<file path="src/design/vdma_pkg.sv">
// shared widths, burst constants and vector types of the video frame writer, imported by RTL and testbench
package vdma_pkg;

    // pixel and bus geometry
    localparam int PIXEL_W         = 32;
    localparam int PIXELS_PER_BEAT = 4;
    localparam int BEAT_W          = 128;
    // address step per beat, 16-byte INCR beats
    localparam int BEAT_BYTES      = 16;
    localparam int ADDR_W          = 32;

    // normal burst length in beats
    // also the fill level the FSM waits for before a full burst
    localparam int BURST_BEATS     = 8;

    // beat FIFO sizing
    localparam int FIFO_DEPTH      = 32;
    // fill level where the video source should back off
    localparam int FIFO_AFULL      = 24;

    // one video pixel
    typedef logic [PIXEL_W-1:0] pixel_t;

    // four pixels, first pixel in the low bits
    typedef logic [BEAT_W-1:0] beat_t;

    // AXI byte address
    typedef logic [ADDR_W-1:0] addr_t;

    // hactive / vactive
    typedef logic [15:0] dim_t;

    // beats per frame or beats still owed
    typedef logic [15:0] beat_count_t;

    // FIFO fill count, 0 to FIFO_DEPTH inclusive
    typedef logic [5:0] fifo_count_t;

    // awlen field and burst beat counts
    typedef logic [7:0] burst_len_t;

    // write FSM
    // IDLE waits for data, ADDR drives AW, DATA drives W, RESP waits for B
    typedef enum logic [1:0] {
        IDLE,
        ADDR,
        DATA,
        RESP
    } wr_state_t;

endpackage

</file>
<file path="src/design/pixel_packer.sv">
// accepts a video frame at its vsync rise and packs four native pixels into each bus beat
`timescale 1ns/1ps

module pixel_packer import vdma_pkg::*; (
    input  logic   axi_aclk,
    input  logic   reset,
    input  logic   enable,
    input  logic   frame_idle,
    input  logic   vsync,
    input  logic   de,
    input  pixel_t pixel,
    output logic   frame_start,
    output logic   beat_push,
    output beat_t  beat_data
);

    logic       vsync_d;
    logic       vsync_rise;
    logic       frame_active;
    logic [1:0] slot;
    logic       take_pixel;

    // vsync edge detect
    assign vsync_rise = vsync && !vsync_d;

    // pixels only count inside an accepted frame
    assign take_pixel = de && frame_active;

    always_ff @(posedge axi_aclk) begin
        if (reset) begin
            vsync_d      <= 1'b0;
            frame_active <= 1'b0;
            frame_start  <= 1'b0;
            slot         <= 2'd0;
            beat_push    <= 1'b0;
        end else begin
            vsync_d     <= vsync;
            // accept only when enabled and the previous frame is fully written
            frame_start <= vsync_rise && enable && frame_idle;
            beat_push   <= take_pixel && (slot == 2'd3);
            if (vsync_rise) begin
                // a refused frame drops every pixel up to the next vsync
                frame_active <= enable && frame_idle;
                slot         <= 2'd0;
            end else if (take_pixel) begin
                // wraps after the fourth pixel of a group
                slot <= slot + 2'd1;
            end
        end
    end

    // shift down so the first pixel of a group ends in the lowest bits
    always_ff @(posedge axi_aclk) begin
        if (take_pixel) begin
            beat_data <= {pixel, beat_data[BEAT_W-1:PIXEL_W]};
        end
    end

endmodule

</file>
<file path="src/design/beat_fifo.sv">
// synchronous show-ahead FIFO of packed beats between the pixel packer and the AXI W channel
`timescale 1ns/1ps

module beat_fifo import vdma_pkg::*; (
    input  logic        axi_aclk,
    input  logic        reset,
    input  logic        push,
    input  beat_t       push_data,
    input  logic        pop,
    output beat_t       head_data,
    output fifo_count_t fifo_count,
    output logic        almost_full
);

    // beat storage
    beat_t mem [FIFO_DEPTH];

    // depth is a power of two so the pointers wrap freely
    logic [$clog2(FIFO_DEPTH)-1:0] wr_ptr;
    logic [$clog2(FIFO_DEPTH)-1:0] rd_ptr;

    always_ff @(posedge axi_aclk) begin
        if (push) begin
            mem[wr_ptr] <= push_data;
        end
    end

    always_ff @(posedge axi_aclk) begin
        if (reset) begin
            wr_ptr     <= '0;
            rd_ptr     <= '0;
            fifo_count <= '0;
        end else begin
            if (push) begin
                wr_ptr <= wr_ptr + 1'b1;
            end
            if (pop) begin
                rd_ptr <= rd_ptr + 1'b1;
            end
            // simultaneous push and pop keeps the count
            case ({push, pop})
                2'b10:   fifo_count <= fifo_count + 1'b1;
                2'b01:   fifo_count <= fifo_count - 1'b1;
                default: fifo_count <= fifo_count;
            endcase
        end
    end

    // show-ahead head is valid whenever the count is non-zero
    assign head_data = mem[rd_ptr];

    // back-pressure level for the video source
    assign almost_full = (fifo_count >= fifo_count_t'(FIFO_AFULL));

    // video has no stall so a full FIFO means the bus fell too far behind
    a_no_overflow : assert property (@(posedge axi_aclk) disable iff (reset)
        push |-> (fifo_count != fifo_count_t'(FIFO_DEPTH)) || pop);

    // the FSM only pops beats it saw buffered
    a_no_underflow : assert property (@(posedge axi_aclk) disable iff (reset)
        pop |-> (fifo_count != '0));

endmodule

</file>
<file path="src/design/frame_burst_tracker.sv">
// keeps the beats still owed for the current frame and the address of the next burst
`timescale 1ns/1ps

module frame_burst_tracker import vdma_pkg::*; (
    input  logic        axi_aclk,
    input  logic        reset,
    input  logic        frame_start,
    input  addr_t       baseaddr,
    input  dim_t        hactive,
    input  dim_t        vactive,
    input  logic        burst_done,
    input  burst_len_t  burst_beats,
    output beat_count_t beats_left,
    output addr_t       burst_addr
);

    logic [31:0] frame_pixels;
    beat_count_t frame_beats;
    beat_count_t done_beats;
    addr_t       done_bytes;

    // frame pixel total is always a multiple of four
    assign frame_pixels = 32'(hactive) * 32'(vactive);
    assign frame_beats  = beat_count_t'(frame_pixels / PIXELS_PER_BEAT);

    // the finished burst in beats and in bytes
    assign done_beats = beat_count_t'(burst_beats);
    assign done_bytes = addr_t'(burst_beats) * addr_t'(BEAT_BYTES);

    // zero owed beats means idle and ready for a new frame
    always_ff @(posedge axi_aclk) begin
        if (reset) begin
            beats_left <= '0;
        end else if (frame_start) begin
            beats_left <= frame_beats;
        end else if (burst_done) begin
            beats_left <= beats_left - done_beats;
        end
    end

    // next burst address steps past each finished burst
    always_ff @(posedge axi_aclk) begin
        if (frame_start) begin
            burst_addr <= baseaddr;
        end else if (burst_done) begin
            burst_addr <= burst_addr + done_bytes;
        end
    end

    // FSM must never write past the end of the frame
    a_burst_fits : assert property (@(posedge axi_aclk) disable iff (reset)
        burst_done |-> (done_beats <= beats_left));

    // a new frame only starts once the old one is fully written
    a_start_idle : assert property (@(posedge axi_aclk) disable iff (reset)
        frame_start |-> (beats_left == '0) && !burst_done);

endmodule

</file>
<file path="src/design/axi_write_fsm.sv">
// AXI4 write master FSM issuing full or tail bursts from buffered beats with one burst in flight
`timescale 1ns/1ps

module axi_write_fsm import vdma_pkg::*; (
    input  logic        axi_aclk,
    input  logic        reset,
    input  beat_count_t beats_left,
    input  fifo_count_t fifo_count,
    input  addr_t       burst_addr,
    output addr_t       awaddr,
    output burst_len_t  awlen,
    output logic        awvalid,
    input  logic        awready,
    output logic        wlast,
    output logic        wvalid,
    input  logic        wready,
    input  logic        bvalid,
    output logic        bready,
    output logic        fifo_pop,
    output logic        burst_done,
    output burst_len_t  burst_beats
);

    wr_state_t  state;
    burst_len_t beat_cnt;
    burst_len_t len_beats;
    burst_len_t next_len;
    logic       start_burst;
    logic       start_tail;

    // full burst when the frame still owes at least one and the FIFO holds it
    assign start_burst = (beats_left >= beat_count_t'(BURST_BEATS))
                      && (fifo_count >= fifo_count_t'(BURST_BEATS));

    // tail when fewer than a burst is owed and all of it is buffered
    assign start_tail = (beats_left != '0)
                     && (beats_left < beat_count_t'(BURST_BEATS))
                     && (beat_count_t'(fifo_count) >= beats_left);

    // tail length fits awlen since it is below BURST_BEATS
    assign next_len = start_burst ? burst_len_t'(BURST_BEATS) : burst_len_t'(beats_left);

    // channel handshakes follow the state directly
    assign awvalid = (state == ADDR);
    // data is already buffered so W only waits on wready
    assign wvalid  = (state == DATA);
    assign bready  = (state == RESP);

    assign wlast    = wvalid && (beat_cnt == awlen);
    assign fifo_pop = wvalid && wready;

    // tracker update on the B handshake
    assign burst_done  = bready && bvalid;
    assign burst_beats = len_beats;

    always_ff @(posedge axi_aclk) begin
        if (reset) begin
            state    <= IDLE;
            beat_cnt <= '0;
        end else begin
            case (state)
                IDLE: begin
                    if (start_burst || start_tail) begin
                        state <= ADDR;
                    end
                end
                ADDR: begin
                    if (awready) begin
                        state    <= DATA;
                        beat_cnt <= '0;
                    end
                end
                DATA: begin
                    if (fifo_pop) begin
                        beat_cnt <= beat_cnt + 1'b1;
                        if (wlast) begin
                            state <= RESP;
                        end
                    end
                end
                RESP: begin
                    if (bvalid) begin
                        state <= IDLE;
                    end
                end
                default: state <= IDLE;
            endcase
        end
    end

    // burst address and length latch at the decision
    always_ff @(posedge axi_aclk) begin
        if (state == IDLE && (start_burst || start_tail)) begin
            awaddr    <= burst_addr;
            awlen     <= next_len - 1'b1;
            len_beats <= next_len;
        end
    end

    // AW request held steady until accepted
    a_aw_stable : assert property (@(posedge axi_aclk) disable iff (reset)
        awvalid && !awready |=> awvalid && $stable(awaddr) && $stable(awlen));

    // wlast lands on the beat that completes the length handed to the tracker
    a_wlast_ends : assert property (@(posedge axi_aclk) disable iff (reset)
        fifo_pop |-> (wlast == (beat_cnt + 1'b1 == len_beats)));

    // the FIFO head is real data for every W beat offered
    a_w_buffered : assert property (@(posedge axi_aclk) disable iff (reset)
        wvalid |-> (fifo_count != '0));

endmodule

</file>
<file path="src/design/vdma_write_top.sv">
// video frame writer top, native video in and AXI4 write bursts out on one clock
`timescale 1ns/1ps

module vdma_write_top import vdma_pkg::*; (
    input  logic       axi_aclk,
    input  logic       reset,
    // configuration, sampled at frame start
    input  logic       enable,
    input  addr_t      baseaddr,
    input  dim_t       hactive,
    input  dim_t       vactive,
    // native video
    input  logic       vsync,
    input  logic       de,
    input  pixel_t     pixel,
    // AXI write address
    output addr_t      awaddr,
    output burst_len_t awlen,
    output logic       awvalid,
    input  logic       awready,
    // AXI write data
    output beat_t      wdata,
    output logic       wlast,
    output logic       wvalid,
    input  logic       wready,
    // AXI write response
    input  logic       bvalid,
    output logic       bready,
    output logic       fifo_almost_full
);

    logic        frame_start;
    logic        frame_idle;
    logic        beat_push;
    beat_t       beat_data;
    logic        fifo_pop;
    fifo_count_t fifo_count;
    beat_count_t beats_left;
    addr_t       burst_addr;
    logic        burst_done;
    burst_len_t  burst_beats;

    // nothing owed means the writer can take a new frame
    assign frame_idle = (beats_left == '0);

    pixel_packer packer_i (
        .axi_aclk    (axi_aclk),
        .reset       (reset),
        .enable      (enable),
        .frame_idle  (frame_idle),
        .vsync       (vsync),
        .de          (de),
        .pixel       (pixel),
        .frame_start (frame_start),
        .beat_push   (beat_push),
        .beat_data   (beat_data)
    );

    // head of the FIFO feeds wdata directly
    beat_fifo fifo_i (
        .axi_aclk    (axi_aclk),
        .reset       (reset),
        .push        (beat_push),
        .push_data   (beat_data),
        .pop         (fifo_pop),
        .head_data   (wdata),
        .fifo_count  (fifo_count),
        .almost_full (fifo_almost_full)
    );

    frame_burst_tracker tracker_i (
        .axi_aclk    (axi_aclk),
        .reset       (reset),
        .frame_start (frame_start),
        .baseaddr    (baseaddr),
        .hactive     (hactive),
        .vactive     (vactive),
        .burst_done  (burst_done),
        .burst_beats (burst_beats),
        .beats_left  (beats_left),
        .burst_addr  (burst_addr)
    );

    axi_write_fsm fsm_i (
        .axi_aclk    (axi_aclk),
        .reset       (reset),
        .beats_left  (beats_left),
        .fifo_count  (fifo_count),
        .burst_addr  (burst_addr),
        .awaddr      (awaddr),
        .awlen       (awlen),
        .awvalid     (awvalid),
        .awready     (awready),
        .wlast       (wlast),
        .wvalid      (wvalid),
        .wready      (wready),
        .bvalid      (bvalid),
        .bready      (bready),
        .fifo_pop    (fifo_pop),
        .burst_done  (burst_done),
        .burst_beats (burst_beats)
    );

endmodule

</file>
<file path="config.mk">
export PLATFORM = sky130hd
export DESIGN_NAME = vdma_write_top
export DESIGN_NICKNAME = d
export VERILOG_FILES = /design/src/design/vdma_pkg.sv /design/src/design/pixel_packer.sv /design/src/design/beat_fifo.sv /design/src/design/frame_burst_tracker.sv /design/src/design/axi_write_fsm.sv /design/src/design/vdma_write_top.sv
export SDC_FILE = /design/constraint.sdc
export NUM_CORES = 2
export LEC_CHECK = 0
export ABC_AREA = 1
export BUFFER_PORTS_ARGS = -buffer_cell sky130_fd_sc_hd__buf_2
export CAP_MARGIN = 10
export CORE_ASPECT_RATIO = 1.75
export CORE_MARGIN = 5
export CORE_UTILIZATION = 30
export DETAILED_ROUTE_END_ITERATION = 10
export HOLD_SLACK_MARGIN = 0.03
export SLEW_MARGIN = 10
export SYNTH_ARGS = -nofsm -noshare
export SYNTH_HDL_FRONTEND = slang
export SYNTH_SLANG_ARGS = --single-unit
</file>
<file path="constraint.sdc">
create_clock -name axi_aclk -period 10.7 [get_ports axi_aclk]
set_input_delay 1.07 -clock axi_aclk [delete_from_list [all_inputs] [get_ports axi_aclk]]
set_output_delay 1.07 -clock axi_aclk [all_outputs]
set_load 0.03 [all_outputs]
</file>
==> results.yml <==
place:
  io_buffers: 276
  gp_congestion: 0.815
  placed_cell_area_mm2: 0.185
  dp_hpwl_mm: 273
critical_path:
  required_ns: 9.63
  r2r_start: "packer_i.beat_push"
  cp_max_fo: 117
  cp-end-kind: "output port"
  crit_arrival_ns: 5.73
  max_stage_delay_ns: 0.87
  critPathKind: "reg -> out"
  worst_setup_path_start_kind: "flop"
  crit_path_frequent_cell: "buf_4"
  path_cells: "buf_4 > buf_12 > buf_4 > o21ai_0 > o22ai_1 > nand2_1 > nand2_1 > a21oi_1 > o31ai_1 > buf_4 > buf_2"
  critPathSlowestCell: "buf_4"
sta:
  hold_violations: 0
  setup_viol: 0
  slew_violations: 0
  min_period_ns: 6.80
  fin_crit_sh_pct: 63.5
  grt_setup_unrepaired: "no"
  relSlewSlack_pct: 14.0
  tightest_slew_ns: 1.28
  finalClockSkew_ns: 0.104
  fmax_mhz: 147
  finalSetupTns_ns: 0
  fin_hold_ws_ns: 0.282
floorplanning:
  fp.dieW_um: 588
  coreArea_mm2: 0.583
  boundaryPins: 277
  std_cell_rows: 371
  dieHeight_mm: 1.02
  start_util_pct: 30.1
  dieArea_mm2: 0.600
final_layout:
  drive_gt1_share_pct: 8.28
  multi_input_area_mm2: 0.0395
  final_cell_area_mm2: 0.197
  final_nets: 13700
  seqCellArea_mm2: 0.130
  num-fill-cells: 56200
  area_growth_pct: 12.3
clocking:
  cts_tree: "built"
  post-cts-setup-buffers: 0
  clockBufferDepth: 4
  clock-sinks: 4357
  hold_buffers: 0
  cts_resized: 0
  cts_buffers: 367
  clkLatencyLatePin_ns: 0.98
  path_clk_slew_ns: 0.07
  htreeDepth: 5
  root_buffer: "clkbuf_16"
power_and_ir_drop:
  power_density_mw_per_mm2: 203
  ir_drop_v: 0.000151
  p_leak_nw: 64.4
  report.power.total_w: 0.0398
routing:
  wl_mm: 540
  remaining_drc_errors: 0
  drtIter0Drc: 11200
  vias_per_cell: 5.32
  postRouteAntennaNets: 0
  vias: 114000
  wl_per_cell_um: 25.2
  drt_first_pass_iters: 6
logic_synthesis:
  syn_avg_cell_area_um2: 13.0
  synth_cells: 13500
  synthArstFlopShare_pct: 0
  synth_nets: 13800
  yosysUniqueCellTypes: 54
  yosys_warnings: 0
  netlist_area_mm2: 0.175
  synth-edff-count: 4304
  synth-main-ff-cell: "edfxtp_1"
  ys_seq_area_share_pct: 74.4
  synth-seq-cells: 4357
global_routing:
  grt_pass1_wl_mm: 771
  antenna_found_initial: 43
  grt_util_all_layers_pct: 17.2
  grt_pass1_vias: 110000
  grt_max_degree: 285
  grt_overflow_total: 0
run_status:
  status: "finished clean"
worst_hold_path:
  min-delay-start: "pixel[21]"
  hold_class: "in -> reg"
job:
  maxCapViolCount: 0
area by class of cell:
class / instances / area share [%]
multi-input cells: 7806 / 20.1
flip-flops and latches: 4357 / 66.3
well taps: 7646 / 4.87
inverters: 372 / 0.743
diodes: 16 / 0.0204
clock inverters: 229 / 1.18
clock buffers: 440 / 4.89
repair buffers: 534 / 1.94
per-stage QoR:
stage                     utilization, %  setup WS (ns)  std cells
after floorplan                        -          0.453      13500
after global placement              31.7           4.28      20700
after detailed placement            31.7           4.32      20700
after CTS                           33.7           3.80      21400
after global routing                33.7           3.51      21400
final                               33.7           3.90      21400
cells in the mapped netlist, types with 26 or more instances:
cell type | number | area, um^2
edfxtp_1 | 4304 | 129000
nor2_1 | 2566 | 9630
o21ai_0 | 2161 | 10800
o22ai_1 | 1199 | 7500
nand2_1 | 873 | 3280
clkbuf_1 | 524 | 1970
inv_1 | 364 | 1370
o21ai_1 | 360 | 1800
buf_2 | 263 | 1320
a21oi_1 | 158 | 791
fa_1 | 110 | 2200
ha_1 | 90 | 1130
nand3_1 | 69 | 345
dfxtp_1 | 53 | 1060
o31ai_1 | 46 | 345
buf_4 | 45 | 338
buf_1 | 32 | 120
clkbuf_2 | 30 | 150
buf_6 | 26 | 293
xnor2_1 | 26 | 228
flip-flops by register name, summed over array words and instances (netlist names), named ones only:
register	flops
packer_i.frame_active	1
tracker_i.beats_left	16
tracker_i.burst_addr	32
packer_i.beat_data	128
fsm_i.awlen	8
packer_i.beat_push	1
fsm_i.burst_beats	8
fsm_i.awaddr	32
packer_i.slot	2
fsm_i.beat_cnt	8
fifo_i.rd_ptr	5
fifo_i.mem	4096
fsm_i.state	2
fifo_i.wr_ptr	5
packer_i.frame_start	1
fifo_i.fifo_count	6
packer_i.vsync_d	1
layout by cell type, fill, tap and decap left out, drive strengths merged, types with 24 or more instances in the layout:
cell	instances
o221ai	25
o22ai	1199
nor2	2568
nand3	69
nor3	24
o31ai	46
fa	110
o21ai	2524
clkbuf	440
buf	534
ha	90
nand2	876
edfxtp	4304
inv	385
dfxtp	53
xnor2	26
bufinv	37
a21oi	161
clkinv	162
worst paths after layout:
path,to,slack (ns),cells past startpoint
max,wdata[119],3.90,11
min,packer_i.beat_data[117],0.28,1
max reg2reg,fifo_i.mem[24][75],6.09,4
min reg2reg,fsm_i.awaddr[3],0.37,0
kinds of logic after synthesis:
logic type	Yosys count	synth area share, %
AOI/OAI and AO/OA	3994	12.5
xor gates and xnor gates	46	0.230
adders and majority gates	200	1.90
buffers and inverters	1293	3.20
DFF	4357	74.4
and+or+nand+nor	3566	7.78
report_power, final:
group / internal (W) / total (W) / leakage [nW] / switching, W
Combinational: 0.00204 / 0.00679 / 19.5 / 0.00475
Sequential: 0.0191 / 0.0194 / 39.1 / 0.000328
Clock: 0.00736 / 0.0136 / 5.81 / 0.00625
critical path: cells and delay by family (launching register included):
| kind | cells | cell delay (ns) |
|---|---|---|
| AOI/OAI and AO/OA | 4 | 1.01 |
| DFF | 1 | 0.72 |
| and+or+nand+nor | 2 | 0.16 |
| buffers and inverters | 5 | 2.70 |
metal layers:
layer | vias to the layer above | GRT usage, % | routed length (um)
met4 | 8 | 7.29 | 25100
met1 | 58600 | 21.1 | 207000
met3 | 1096 | 1.93 | 37400
met5 | - | 0 | 43
li1 | 49400 | - | -
met2 | 4793 | 30.7 | 271000
Note: power is estimated with default switching activity, not from simulation.
